[src/common/mips_pkg.sv]
package mips_pkg;

    // one word, two decodes
    typedef union packed {
        struct packed {
            logic [5:0] op;
            logic [4:0] rs;
            logic [4:0] rt;
            logic [4:0] rd;
            logic [4:0] shamt;
            logic [5:0] funct;
        } r;
        struct packed {
            logic [5:0]  op;
            logic [4:0]  rs;
            logic [4:0]  rt;
            logic [15:0] imm;
        } i;
    } instr_word_t;

    localparam logic [5:0] OP_RTYPE = 6'b000000;
    localparam logic [5:0] OP_J     = 6'b000010;
    localparam logic [5:0] OP_JAL   = 6'b000011;
    localparam logic [5:0] OP_BEQ   = 6'b000100;
    localparam logic [5:0] OP_BNE   = 6'b000101;
    localparam logic [5:0] OP_BLEZ  = 6'b000110;
    localparam logic [5:0] OP_BGTZ  = 6'b000111;
    localparam logic [5:0] OP_ADDI  = 6'b001000;
    localparam logic [5:0] OP_ADDIU = 6'b001001;
    localparam logic [5:0] OP_SLTI  = 6'b001010;
    localparam logic [5:0] OP_SLTIU = 6'b001011;
    localparam logic [5:0] OP_ANDI  = 6'b001100;
    localparam logic [5:0] OP_ORI   = 6'b001101;
    localparam logic [5:0] OP_XORI  = 6'b001110;
    localparam logic [5:0] OP_LUI   = 6'b001111;
    localparam logic [5:0] OP_FP    = 6'b010001;
    localparam logic [5:0] OP_LB    = 6'b100000;
    localparam logic [5:0] OP_LH    = 6'b100001;
    localparam logic [5:0] OP_LW    = 6'b100011;
    localparam logic [5:0] OP_LBU   = 6'b100100;
    localparam logic [5:0] OP_LHU   = 6'b100101;
    localparam logic [5:0] OP_SB    = 6'b101000;
    localparam logic [5:0] OP_SH    = 6'b101001;
    localparam logic [5:0] OP_SW    = 6'b101011;
    localparam logic [5:0] OP_LWC1  = 6'b110001;
    localparam logic [5:0] OP_SWC1  = 6'b111001;

    localparam logic [5:0] FN_JR   = 6'b001000;
    localparam logic [5:0] FN_JALR = 6'b001001;
    localparam logic [5:0] FN_FADD = 6'b000000;
    localparam logic [5:0] FN_FSUB = 6'b000001;
    localparam logic [5:0] FN_FMUL = 6'b000010;
    localparam logic [5:0] FN_FDIV = 6'b000011;

    localparam logic [3:0] ALU_ADD   = 4'd0;
    localparam logic [3:0] ALU_RTYPE = 4'd1; // alu decodes funct
    localparam logic [3:0] ALU_SLT   = 4'd2;
    localparam logic [3:0] ALU_SLTU  = 4'd3;
    localparam logic [3:0] ALU_AND   = 4'd4;
    localparam logic [3:0] ALU_OR    = 4'd5;
    localparam logic [3:0] ALU_XOR   = 4'd6;
    localparam logic [3:0] ALU_LUI   = 4'd7;
    localparam logic [3:0] ALU_LEZ   = 4'd8;
    localparam logic [3:0] ALU_GTZ   = 4'd9;

    localparam logic [3:0] FP_NONE = 4'd0;
    localparam logic [3:0] FP_ADD  = 4'd1;
    localparam logic [3:0] FP_SUB  = 4'd2;
    localparam logic [3:0] FP_MUL  = 4'd3;
    localparam logic [3:0] FP_DIV  = 4'd4;

    localparam logic [1:0] SIZE_NONE = 2'd0;
    localparam logic [1:0] SIZE_WORD = 2'd1;
    localparam logic [1:0] SIZE_HALF = 2'd2;
    localparam logic [1:0] SIZE_BYTE = 2'd3;

endpackage

[src/decode/decode_stage.sv]
module decode_stage (
    input  logic                  clk,
    input  logic                  rst_n,
    input  logic                  flush,
    input  logic                  hold,
    input  logic                  empty,
    input  mips_pkg::instr_word_t pop_instr,
    input  logic [31:0]           pop_pc,
    output logic                  pop,
    output logic                  dec_valid,
    output logic [31:0]           dec_pc,
    output logic [4:0]            rs,
    output logic [4:0]            rt,
    output logic [4:0]            dest,
    output logic [31:0]           imm,
    output logic                  reg_write,
    output logic                  reg_dst,
    output logic [1:0]            alu_src,
    output logic                  branch,
    output logic                  branch_ne,
    output logic [1:0]            mem_size_wr,
    output logic                  mem_to_reg,
    output logic [1:0]            mem_size_rd,
    output logic                  load_unsigned,
    output logic                  jump,
    output logic                  jump_reg,
    output logic                  link,
    output logic [3:0]            alu_op,
    output logic [3:0]            fp_op,
    output logic                  fp_reg_write,
    output logic                  fp_mem_write,
    output logic                  mem_to_fp,
    output logic                  illegal
);
    import mips_pkg::*;

    logic        d_reg_write;
    logic        d_reg_dst;
    logic [1:0]  d_alu_src;
    logic        d_branch;
    logic        d_branch_ne;
    logic [1:0]  d_mem_size_wr;
    logic        d_mem_to_reg;
    logic [1:0]  d_mem_size_rd;
    logic        d_load_unsigned;
    logic        d_jump;
    logic        d_jump_reg;
    logic        d_link;
    logic [3:0]  d_alu_op;
    logic [3:0]  d_fp_op;
    logic        d_fp_reg_write;
    logic        d_fp_mem_write;
    logic        d_mem_to_fp;
    logic        d_illegal;
    logic [4:0]  d_dest;
    logic [31:0] d_imm;

    assign pop = !empty && !hold;

    main_decoder main_decoder_i (
        .op            (pop_instr.r.op),
        .funct         (pop_instr.r.funct),
        .reg_write     (d_reg_write),
        .reg_dst       (d_reg_dst),
        .alu_src       (d_alu_src),
        .branch        (d_branch),
        .branch_ne     (d_branch_ne),
        .mem_size_wr   (d_mem_size_wr),
        .mem_to_reg    (d_mem_to_reg),
        .mem_size_rd   (d_mem_size_rd),
        .load_unsigned (d_load_unsigned),
        .jump          (d_jump),
        .jump_reg      (d_jump_reg),
        .link          (d_link),
        .alu_op        (d_alu_op),
        .fp_op         (d_fp_op),
        .fp_reg_write  (d_fp_reg_write),
        .fp_mem_write  (d_fp_mem_write),
        .mem_to_fp     (d_mem_to_fp),
        .illegal       (d_illegal)
    );

    // jalr sets reg_dst, jal only links
    assign d_dest = d_reg_dst ? pop_instr.r.rd :
                    d_link    ? 5'd31 : pop_instr.r.rt;

    always_comb begin
        if (d_alu_op == ALU_LUI) begin
            d_imm = {pop_instr.i.imm, 16'h0000};
        end else if (d_alu_src == 2'd2) begin
            d_imm = {16'h0000, pop_instr.i.imm};
        end else begin
            d_imm = {{16{pop_instr.i.imm[15]}}, pop_instr.i.imm};
        end
    end

    always_ff @(posedge clk) begin
        if (!rst_n) begin
            dec_valid <= 1'b0;
        end else begin
            dec_valid <= pop && !flush; // redirect kills the popped word
        end
    end

    always_ff @(posedge clk) begin
        if (pop) begin
            dec_pc        <= pop_pc;
            rs            <= pop_instr.r.rs;
            rt            <= pop_instr.r.rt;
            dest          <= d_dest;
            imm           <= d_imm;
            reg_write     <= d_reg_write;
            reg_dst       <= d_reg_dst;
            alu_src       <= d_alu_src;
            branch        <= d_branch;
            branch_ne     <= d_branch_ne;
            mem_size_wr   <= d_mem_size_wr;
            mem_to_reg    <= d_mem_to_reg;
            mem_size_rd   <= d_mem_size_rd;
            load_unsigned <= d_load_unsigned;
            jump          <= d_jump;
            jump_reg      <= d_jump_reg;
            link          <= d_link;
            alu_op        <= d_alu_op;
            fp_op         <= d_fp_op;
            fp_reg_write  <= d_fp_reg_write;
            fp_mem_write  <= d_fp_mem_write;
            mem_to_fp     <= d_mem_to_fp;
            illegal       <= d_illegal;
        end
    end

endmodule

[src/decode/main_decoder.sv]
module main_decoder (
    input  logic [5:0] op,
    input  logic [5:0] funct,
    output logic       reg_write,
    output logic       reg_dst,
    output logic [1:0] alu_src,
    output logic       branch,
    output logic       branch_ne,
    output logic [1:0] mem_size_wr,
    output logic       mem_to_reg,
    output logic [1:0] mem_size_rd,
    output logic       load_unsigned,
    output logic       jump,
    output logic       jump_reg,
    output logic       link,
    output logic [3:0] alu_op,
    output logic [3:0] fp_op,
    output logic       fp_reg_write,
    output logic       fp_mem_write,
    output logic       mem_to_fp,
    output logic       illegal
);
    import mips_pkg::*;

    // loads and stores share the size encoding in op[1:0]
    function automatic logic [1:0] access_size(input logic [1:0] sz);
        case (sz)
            2'b11:   return SIZE_WORD;
            2'b01:   return SIZE_HALF;
            default: return SIZE_BYTE;
        endcase
    endfunction

    always_comb begin
        reg_write     = 1'b0;
        reg_dst       = 1'b0;
        alu_src       = 2'd0;
        branch        = 1'b0;
        branch_ne     = 1'b0;
        mem_size_wr   = SIZE_NONE;
        mem_to_reg    = 1'b0;
        mem_size_rd   = SIZE_NONE;
        load_unsigned = 1'b0;
        jump          = 1'b0;
        jump_reg      = 1'b0;
        link          = 1'b0;
        alu_op        = '0;
        fp_op         = FP_NONE;
        fp_reg_write  = 1'b0;
        fp_mem_write  = 1'b0;
        mem_to_fp     = 1'b0;
        illegal       = 1'b0;
        case (op)
            OP_RTYPE: begin
                if (funct == FN_JR) begin
                    jump_reg = 1'b1;
                end else if (funct == FN_JALR) begin
                    jump_reg  = 1'b1;
                    link      = 1'b1;
                    reg_write = 1'b1;
                    reg_dst   = 1'b1;
                end else begin
                    reg_write = 1'b1;
                    reg_dst   = 1'b1;
                    alu_op    = ALU_RTYPE;
                end
            end
            OP_LW, OP_LH, OP_LB, OP_LHU, OP_LBU: begin
                reg_write     = 1'b1;
                mem_to_reg    = 1'b1;
                alu_src       = 2'd1;
                mem_size_rd   = access_size(op[1:0]);
                load_unsigned = op[2]; // lhu, lbu
            end
            OP_SW, OP_SH, OP_SB: begin
                alu_src     = 2'd1;
                mem_size_wr = access_size(op[1:0]);
            end
            OP_BEQ: begin
                branch = 1'b1;
            end
            OP_BNE: begin
                branch    = 1'b1;
                branch_ne = 1'b1;
            end
            OP_BLEZ, OP_BGTZ: begin
                branch = 1'b1;
                alu_op = (op == OP_BLEZ) ? ALU_LEZ : ALU_GTZ;
            end
            OP_ADDI, OP_ADDIU, OP_SLTI, OP_SLTIU: begin
                reg_write = 1'b1;
                alu_src   = 2'd1;
                case (op)
                    OP_SLTI:  alu_op = ALU_SLT;
                    OP_SLTIU: alu_op = ALU_SLTU;
                    default:  alu_op = ALU_ADD;
                endcase
            end
            OP_ANDI, OP_ORI, OP_XORI, OP_LUI: begin
                reg_write = 1'b1;
                alu_src   = 2'd2; // zero-extended imm
                case (op)
                    OP_ANDI: alu_op = ALU_AND;
                    OP_ORI:  alu_op = ALU_OR;
                    OP_XORI: alu_op = ALU_XOR;
                    default: alu_op = ALU_LUI;
                endcase
            end
            OP_J: begin
                jump = 1'b1;
            end
            OP_JAL: begin
                jump      = 1'b1;
                link      = 1'b1;
                reg_write = 1'b1;
            end
            OP_FP: begin
                fp_reg_write = 1'b1;
                case (funct)
                    FN_FADD: fp_op = FP_ADD;
                    FN_FSUB: fp_op = FP_SUB;
                    FN_FMUL: fp_op = FP_MUL;
                    FN_FDIV: fp_op = FP_DIV;
                    default: begin
                        fp_reg_write = 1'b0;
                        illegal      = 1'b1;
                    end
                endcase
            end
            OP_LWC1: begin
                alu_src      = 2'd1;
                mem_to_fp    = 1'b1;
                fp_reg_write = 1'b1;
            end
            OP_SWC1: begin
                alu_src      = 2'd1;
                fp_mem_write = 1'b1;
            end
            default: begin
                illegal = 1'b1;
            end
        endcase
    end

endmodule

[src/verilog/decode_front.sv]
module decode_front #(
    parameter logic [31:0] RESET_PC    = 32'h0040_0000,
    parameter int          QUEUE_DEPTH = 4
) (
    input  logic                  clk,
    input  logic                  rst_n,
    input  logic                  fetch_en,
    input  logic                  hold,
    input  logic                  redirect,
    input  logic [31:0]           redirect_pc,
    input  mips_pkg::instr_word_t imem_rdata,
    output logic [31:0]           imem_addr,
    output logic                  dec_valid,
    output logic [31:0]           dec_pc,
    output logic [4:0]            rs,
    output logic [4:0]            rt,
    output logic [4:0]            dest,
    output logic [31:0]           imm,
    output logic                  reg_write,
    output logic                  reg_dst,
    output logic [1:0]            alu_src,
    output logic                  branch,
    output logic                  branch_ne,
    output logic [1:0]            mem_size_wr,
    output logic                  mem_to_reg,
    output logic [1:0]            mem_size_rd,
    output logic                  load_unsigned,
    output logic                  jump,
    output logic                  jump_reg,
    output logic                  link,
    output logic [3:0]            alu_op,
    output logic [3:0]            fp_op,
    output logic                  fp_reg_write,
    output logic                  fp_mem_write,
    output logic                  mem_to_fp,
    output logic                  illegal
);
    import mips_pkg::*;

    logic        push;
    logic        pop;
    logic        full;
    logic        empty;
    instr_word_t push_instr;
    instr_word_t pop_instr;
    logic [31:0] push_pc;
    logic [31:0] pop_pc;

    fetch_unit #(
        .RESET_PC (RESET_PC)
    ) fetch_unit_i (
        .clk         (clk),
        .rst_n       (rst_n),
        .fetch_en    (fetch_en),
        .redirect    (redirect),
        .redirect_pc (redirect_pc),
        .imem_rdata  (imem_rdata),
        .full        (full),
        .imem_addr   (imem_addr),
        .push        (push),
        .push_instr  (push_instr),
        .push_pc     (push_pc)
    );

    instr_queue #(
        .QUEUE_DEPTH (QUEUE_DEPTH)
    ) instr_queue_i (
        .clk        (clk),
        .rst_n      (rst_n),
        .flush      (redirect),
        .push       (push),
        .push_instr (push_instr),
        .push_pc    (push_pc),
        .pop        (pop),
        .pop_instr  (pop_instr),
        .pop_pc     (pop_pc),
        .full       (full),
        .empty      (empty)
    );

    // remaining ports match by name
    decode_stage decode_stage_i (
        .flush (redirect),
        .*
    );

endmodule

[src/verilog/fetch_unit.sv]
module fetch_unit #(
    parameter logic [31:0] RESET_PC = 32'h0040_0000
) (
    input  logic                  clk,
    input  logic                  rst_n,
    input  logic                  fetch_en,
    input  logic                  redirect,
    input  logic [31:0]           redirect_pc,
    input  mips_pkg::instr_word_t imem_rdata,
    input  logic                  full,
    output logic [31:0]           imem_addr,
    output logic                  push,
    output mips_pkg::instr_word_t push_instr,
    output logic [31:0]           push_pc
);

    logic [31:0] pc;

    assign imem_addr  = pc;
    assign push       = fetch_en && !full && !redirect; // word fetched during redirect is dropped
    assign push_instr = imem_rdata;
    assign push_pc    = pc;

    always_ff @(posedge clk) begin
        if (!rst_n) begin
            pc <= RESET_PC;
        end else if (redirect) begin
            pc <= redirect_pc;
        end else if (push) begin
            pc <= pc + 32'd4;
        end
    end

endmodule

[src/verilog/instr_queue.sv]
module instr_queue #(
    parameter int QUEUE_DEPTH = 4
) (
    input  logic                  clk,
    input  logic                  rst_n,
    input  logic                  flush,
    input  logic                  push,
    input  mips_pkg::instr_word_t push_instr,
    input  logic [31:0]           push_pc,
    input  logic                  pop,
    output mips_pkg::instr_word_t pop_instr,
    output logic [31:0]           pop_pc,
    output logic                  full,
    output logic                  empty
);
    import mips_pkg::*;

    localparam int PTR_W = $clog2(QUEUE_DEPTH);

    instr_word_t      instr_mem [QUEUE_DEPTH];
    logic [31:0]      pc_mem    [QUEUE_DEPTH];
    logic [PTR_W-1:0] wr_ptr;
    logic [PTR_W-1:0] rd_ptr;
    logic [PTR_W:0]   count;
    logic             do_push;
    logic             do_pop;

    assign full      = (count == (PTR_W + 1)'(QUEUE_DEPTH));
    assign empty     = (count == '0);
    assign do_push   = push && !full;
    assign do_pop    = pop && !empty;
    assign pop_instr = instr_mem[rd_ptr]; // oldest entry
    assign pop_pc    = pc_mem[rd_ptr];

    always_ff @(posedge clk) begin
        if (do_push) begin
            instr_mem[wr_ptr] <= push_instr;
            pc_mem[wr_ptr]    <= push_pc;
        end
    end

    always_ff @(posedge clk) begin
        if (!rst_n || flush) begin
            wr_ptr <= '0;
            rd_ptr <= '0;
            count  <= '0;
        end else begin
            if (do_push) begin
                wr_ptr <= wr_ptr + 1'b1; // depth is a power of two
            end
            if (do_pop) begin
                rd_ptr <= rd_ptr + 1'b1;
            end
            case ({do_push, do_pop})
                2'b10:   count <= count + 1'b1;
                2'b01:   count <= count - 1'b1;
                default: count <= count;
            endcase
        end
    end

endmodule
[config.mk]
export PLATFORM = sky130hd
export DESIGN_NAME = decode_front
export DESIGN_NICKNAME = d
export VERILOG_FILES = /design/src/common/mips_pkg.sv /design/src/decode/decode_stage.sv /design/src/decode/main_decoder.sv /design/src/verilog/decode_front.sv /design/src/verilog/fetch_unit.sv /design/src/verilog/instr_queue.sv
export SDC_FILE = /design/constraint.sdc
export NUM_CORES = 1
export LEC_CHECK = 0
export BUFFER_PORTS_ARGS = -buffer_cell sky130_fd_sc_hd__clkbuf_2
export CAP_MARGIN = 20
export CORE_UTILIZATION = 45
export CTS_CLUSTER_DIAMETER = 200
export DETAILED_ROUTE_END_ITERATION = 10
export GPL_TIMING_DRIVEN = 0
export HOLD_SLACK_MARGIN = 0.02
export SKIP_LAST_GASP = 1
export SYNTH_ARGS = -nofsm -noshare
export SYNTH_HDL_FRONTEND = slang
export SYNTH_HIERARCHICAL = 1
export SYNTH_SLANG_ARGS = --single-unit
[constraint.sdc]
create_clock -name clk -period 8.95 [get_ports clk]
set_clock_uncertainty 0.05 [all_clocks]
set_input_delay 1.79 -clock clk [delete_from_list [all_inputs] [get_ports clk]]
set_output_delay 1.79 -clock clk [all_outputs]
set_load 0.01 [all_outputs]
; Yosys cells after proc, flatten, opt, wreduce, memory -nomap -nowiden
; Memories as Yosys holds them, arrays and structs flattened. A register that Yosys moved wholly into a read port is not among the register bits.
; Index checks and enable logic that the tools add are counted.
[totals]
regBits = 114
latch_bits = 0
ramBits = 256
romBits = 0
input_bits = 69
memories = 2
[classes]
n_addsub = 5
multipliers = 0
n_div = 0
magnitude_cmp = 0
n_eq_ne = 37
shifts = 0
mux = 37
bitwise = 0
n_reduce_logical = 28
[memory_table]
columns = name, words, width, rd, rd_clocked_by_memory_dff, write_ports, line_no
row1 = instr_queue_i.instr_mem, 4, 32, 1, 1, 1, instr_queue.sv:20  ; instr_word_t instr_mem [QUEUE_DEPTH];
row2 = instr_queue_i.pc_mem, 4, 32, 1, 1, 1, instr_queue.sv:21  ; logic [31:0] pc_mem [QUEUE_DEPTH];
[op_table]
columns = cell, n
row1 = $mux 32, 4
row2 = $eq 6x4->1 const B, 10
row3 = $eq 6x6->1 const B, 10
row4 = $add 32x3->32 const B, 1
row5 = $reduce_or 14->1, 2
row6 = $reduce_or 25->1, 1
row7 = $eq 6x2->1 const B, 4
row8 = $eq 6x3->1 const B, 4
row9 = $mux 1, 18
row10 = $pmux 4 s4, 1
row11 = $reduce_or 4->1, 4
row12 = $logic_not 6->1, 2
row13 = $pmux 2 s2, 3
row14 = $pmux 3 s4, 1
row15 = $mux 5, 2
row16 = $pmux 1 s2, 4
row17 = $eq 2x2->1 const B, 3
row18 = $eq 6x1->1 const B, 1
row19 = $eq 6x5->1 const B, 1
row20 = $logic_and 1x1->1, 6
row21 = $pmux 2 s3, 1
row22 = $pmux 3 s2, 1
row23 = $logic_not 1->1, 5
row24 = $reduce_or 5->1, 1
row25 = 12 further kinds, 17

; Depth between registers and ports, before layout
[logic_depth]
depth_word = 7
ltp_mapped = 13

; Modules after synthesis
; Netlist, hierarchy kept.
[by_module_without_submodules]
columns = module, n_inst, cells_each, area_each_um2, seq_area_each_um2
row1 = instr_queue, 1, 389, 9788.1, 7867.5
row2 = decode_stage, 1, 180, 3578.4, 3203.1
row3 = fetch_unit, 1, 302, 2401.1, 640.6
row4 = main_decoder, 1, 68, 422.9, 0.0

; Worst setup path before layout
; OpenSTA, ideal clock, no wires.
[synth_path]
path_kind = input port to flip-flop
startpoint = in hold
endpoint = reg instr_queue_i.count[2]
setup_time_ps = 70
arrival_ps = 8137
required_time_ps = 8830
path_slack_ps = 693
stages = 9
path_buffers = 0
cell_sequence = nor2_1 -> o31ai_1 -> inv_1 -> ha_1 -> inv_1 -> fa_1 -> xor2_1 -> or3_1 -> a21oi_1
[synth_between]
elab_chain_len = 5
elab_cells_between_ends = 7
cone_classes = 2 x eq/ne / 1 x mux / 4 x reduce/logical
[synth_rtl]
columns = item, line_no
row1 = "start, declared", decode_front.sv:8  ; input logic hold,
row2 = $logic_not 1->1 *, decode_stage.sv:58  ; assign pop = !empty && !hold;
row3 = $logic_and 1x1->1 *, decode_stage.sv:58
row4 = $logic_and 1x1->1 *, instr_queue.sv:31  ; assign do_pop = pop && !empty;
row5 = named net instr_queue_i.do_pop, instr_queue.sv:26  ; logic do_pop;
row6 = $eq 2x1->1 / $eq 2x2->1 (equally long branches), instr_queue.sv:54  ; case ({do_push, do_pop})
row7 = $pmux 3 s2 / $reduce_bool 2->1 (equally long branches), -
row8 = "end signal, assigned", instr_queue.sv:55  ; 2'b10: count <= count + 1'b1;
row9 = "end signal, assigned", instr_queue.sv:56  ; 2'b01: count <= count - 1'b1;
row10 = "end signal, assigned", instr_queue.sv:57  ; default: count <= count;
row11 = "end, declared", instr_queue.sv:24  ; logic [PTR_W:0] count;
; Mark *: on every way through the listed nets, which the timed path passes. The rest lies on a longest branch.
; A chain may end at the register's enable or synchronous reset.

; Worst setup path after layout
[layout_path]
startpoint = in redirect
endpoint = reg instr_queue_i.count[2]
[layout_between]
elab_chain_len = 5
elab_cells_between_ends = 8
cone_classes = 2 x eq/ne / 1 x mux / 5 x reduce/logical
[layout_rtl]
columns = item, line_no
row1 = "start, declared", decode_front.sv:9  ; input logic redirect,
row2 = $logic_not 1->1 *, fetch_unit.sv:20  ; assign push = fetch_en && !full && !redirect;
row3 = $logic_and 1x1->1 *, fetch_unit.sv:20
row4 = named net push, decode_front.sv:40  ; logic push;
row5 = $logic_and 1x1->1 *, instr_queue.sv:30  ; assign do_push = push && !full;
row6 = $eq 2x1->1 / $eq 2x2->1 (equally long branches), instr_queue.sv:54
row7 = $pmux 3 s2 / $reduce_bool 2->1 (equally long branches), -
; Marks and branches as above.

==> key figures <==
Detailed routing
  – DR pass1 iterations: 5
  – Post-route ant nets: 0
  – Routed via count: between 8000 and 9000
  – Starting DRT DRC Count: 513
  – Routed len/inst: 19.6 um
  – DR vias/cell: 5.22
  – Residual DRC: 0
  – Drt total wl: 32.4 mm

Cells and area
  – # nets final: 1243
  – Layout cells sized above 1: 0.348
  – Biggest regs: instr_queue_i/instr_mem: 128 flops, instr_queue_i/pc_mem: 128 flops
  – Fin util: 0.541
  – P&R area growth vs syn: 18.5%
  – Fillers: between 2000 and 3000
  – # diodes: 0

STA
  – RSZ-0062 raised after global routing: false
  – Slew margin rel.: 0.327
  – FMAX: 248 MHz
  – Fin Setup TNS: 0 ns
  – Final setup fails: 0
  – Period Utilization, post-route: 0.450
  – Slew @ Worst Pin: 1.00 ns
  – Tmin final: between 4 and 5 ns
  – Final hold viol count: 0
  – Slew Limit Fails: 0

Clock network
  – CTS tree: yes
  – PostCTS Resize Cnt: 0
  – Num CTS Buffers: 43
  – Clk slew on worst S/H paths: 0.06 ns
  – H-tree Lvls: 2
  – Sinks on Clock Net: around 400
  – CTS Root Cell: clkbuf_16
  – Clock Tree Buf Depth: 3
  – Clk_lat worst skew: 0.53 ns
  – CTS Hold Bufs: 0
  – # Post-CTS Setup Buffers: 0

Global routing
  – Total grt overflow: 0
  – Vias in the first global route: 8705
  – Largest net degree at the start of global routing: 47
  – Initial antenna violation count: 0
  – Global-route wire length before repair: 49.6 mm
  – GRT Total Usage: 0.180

Worst setup path
  – Crit-path max FO: 10
  – Worst EP arrival: 4.44 ns
  – Slowest Stage Delay on Critical Path: 0.53 ns
  – Crit path cell chain: clkbuf_2 > clkbuf_1 > clkbuf_1 > nor2_1 > inv_1 > nor2_1 > inv_1 > ha_1 > inv_1 > fa_1 > xor2_1 > or3_1 > a21oi_1
  – Worst setup SP type: input pin
  – Kind of critical path: input pin to flip-flop
  – Worst path bufs/invs: 6
  – Critical path endpoint category: flip-flop
  – Crit path max-delay family: buffers and inverters
  – Slowest CP cell: clkbuf_1
  – Most frequent CP cell: inv_1
  – WP data required: 9.36 ns

Floorplanning
  – Die width: 192 um
  – Core box area: 0.0355 mm2
  – Row count: 69
  – Die ar.: 0.0367 mm2
  – Initial Util: 0.456
  – Io pins: 208
  – Die Ht: ~190 um

Yosys
  – Gate Count Post-Synth: approximately 940
  – Synthesized cell area: 0.0162 mm2
  – Syn_area_per_cell: around 17 um2
  – Syn_nets: 1015
  – Synth Flop Type: edfxtp_1
  – Synth top area share: 0.671
  – Largest cells by area after synthesis: edfxtp_1, mux4_2, dfxtp_1
  – EDFF count, synth: 362
  – Post-synth ARST share: 0
  – Unique masters post-synth: 69
  – FF+latch count, synth: roughly 400
  – Top-count cell post-synth: edfxtp_1
  – Register area share after synthesis: 0.723
  – Top cells by count, synth: edfxtp_1, buf_4, mux4_2
  – Top cell type by total area after synthesis: edfxtp_1
  – Yosys warnings: 6

Placed design
  – GP Congestion: 0.934
  – IO buf count: 175
  – DP HPWL: 21.7 mm

Run
  – Max_cap viols: 0

Worst hold path
  – Worst hold path class: flip-flop to flip-flop

Status
  – Status: finished, final reports clean

Pwr
  – Pwr Density: between 200 and 250 mW/mm2
  – Leakage: roughly 6.7 nW
  – VDD IR-drop max: 0.180 mV
cells by family after synthesis:
family / after synthesis / share of synthesized area
flip-flops: 404 / 0.723
adder cells (fa/ha/maj): 7 / 0.00587
multiplexers: 68 / 0.0924
AO/OA/AOI/OAI: 93 / 0.0377
AND/OR/NAND/NOR: 228 / 0.0794
XOR/XNOR: 13 / 0.00703
other: 1 / 0.000232
buffers and inverters: 125 / 0.0540
final timing paths:
check | startpoint | endpoint | slack, ns | cells after the start
min | instr_queue_i/rd_ptr[1]$_SDFFE_PP0P_ | flip-flop | 0.44 | 2
max | redirect | instr_queue_i/count[2]$_SDFFE_PP0P_ | 4.92 | 13
max reg2reg | flip-flop | decode_stage_i/imm[18]$_DFFE_PP_ | 5.59 | 12
min reg2reg | instr_queue_i/rd_ptr[1]$_SDFFE_PP0P_ | flip-flop | 0.44 | 2
metal layers:
layer	vias to the layer above	track usage	wire length (um)
li1	4050	-	-
met1	4256	0.239	14300
met2	310	0.299	15700
met3	37	0.0371	1990
met4	0	0.0495	456
met5	-	0	0
final cells by class:
| type | count | area [um2] | share of cell area |
|---|---|---|---|
| timing repair buffer | 183 | 1090 | 0.0568 |
| sequential | 404 | 11700 | 0.611 |
| clock inverter | 21 | 150 | 0.00783 |
| clock buffer | 53 | 1160 | 0.0603 |
| multi-input combinational | 410 | 3620 | 0.189 |
| buffer | 106 | 803 | 0.0419 |
| tap | 461 | 577 | 0.0301 |
| inverter | 19 | 71.3 | 0.00372 |
stage by stage:
step           hold WS, ns  instances  setup slack (ns)  power, W  area [um2]
2_1_floorplan        0.409        939             0.693   0.00227       16200
3_3_place_gp         0.416       1575             -2.51   0.00234       17600
3_5_place_dp         0.434       1583              4.36   0.00234       17900
4_1_cts              0.442       1657              4.93   0.00400       19200
5_1_grt              0.472       1657              4.72   0.00409       19200
6_report             0.441       1657              4.92   0.00395       19200
placed cells by master, fill, tap and decap left out, types with 8 or more instances in the layout:
cell type,synthesis,layout
o31ai_1,9,9
nor2_1,27,26
clkinv_1,0,8
dfxtp_1,42,42
inv_1,18,18
a31oi_1,9,9
nand2b_1,12,12
buf_4,68,68
nand2_1,57,57
nor3_1,17,17
clkbuf_16,0,45
nand4_1,9,9
or4_1,10,10
and2_1,24,20
nand3_1,14,14
clkbuf_1,13,21
clkinv_2,0,9
clkbuf_2,1,176
xnor2_1,8,8
edfxtp_1,362,362
mux4_2,60,60
o21ai_0,32,32
or3_1,9,9
a21oi_1,15,15
buf_2,11,11
worst register-to-register path, stage by stage (launching register included):
cell and delay, ns:
dfxtp_1 0.30, clkbuf_2 0.30, buf_2 0.35, mux4_2 0.42, buf_2 0.22, nor2_1 0.36
nand2_1 0.12, nor3_1 0.30, and4b_1 0.25, buf_4 0.17, buf_6 0.14, nand2_1 0.06
nand2_1 0.06
where the power goes:
group | leakage [nW] | total (W) | switching [W] | internal (W)
combinational | 2.45 | 0.000175 | 0.0000955 | 0.0000796
sequential | 3.65 | 0.00212 | 0.0000283 | 0.00210
clock | 0.640 | 0.00165 | 0.000683 | 0.000969
total | 6.74 | 0.00395 | 0.000807 | 0.00314
Note: power is estimated with default switching activity, not from simulation.
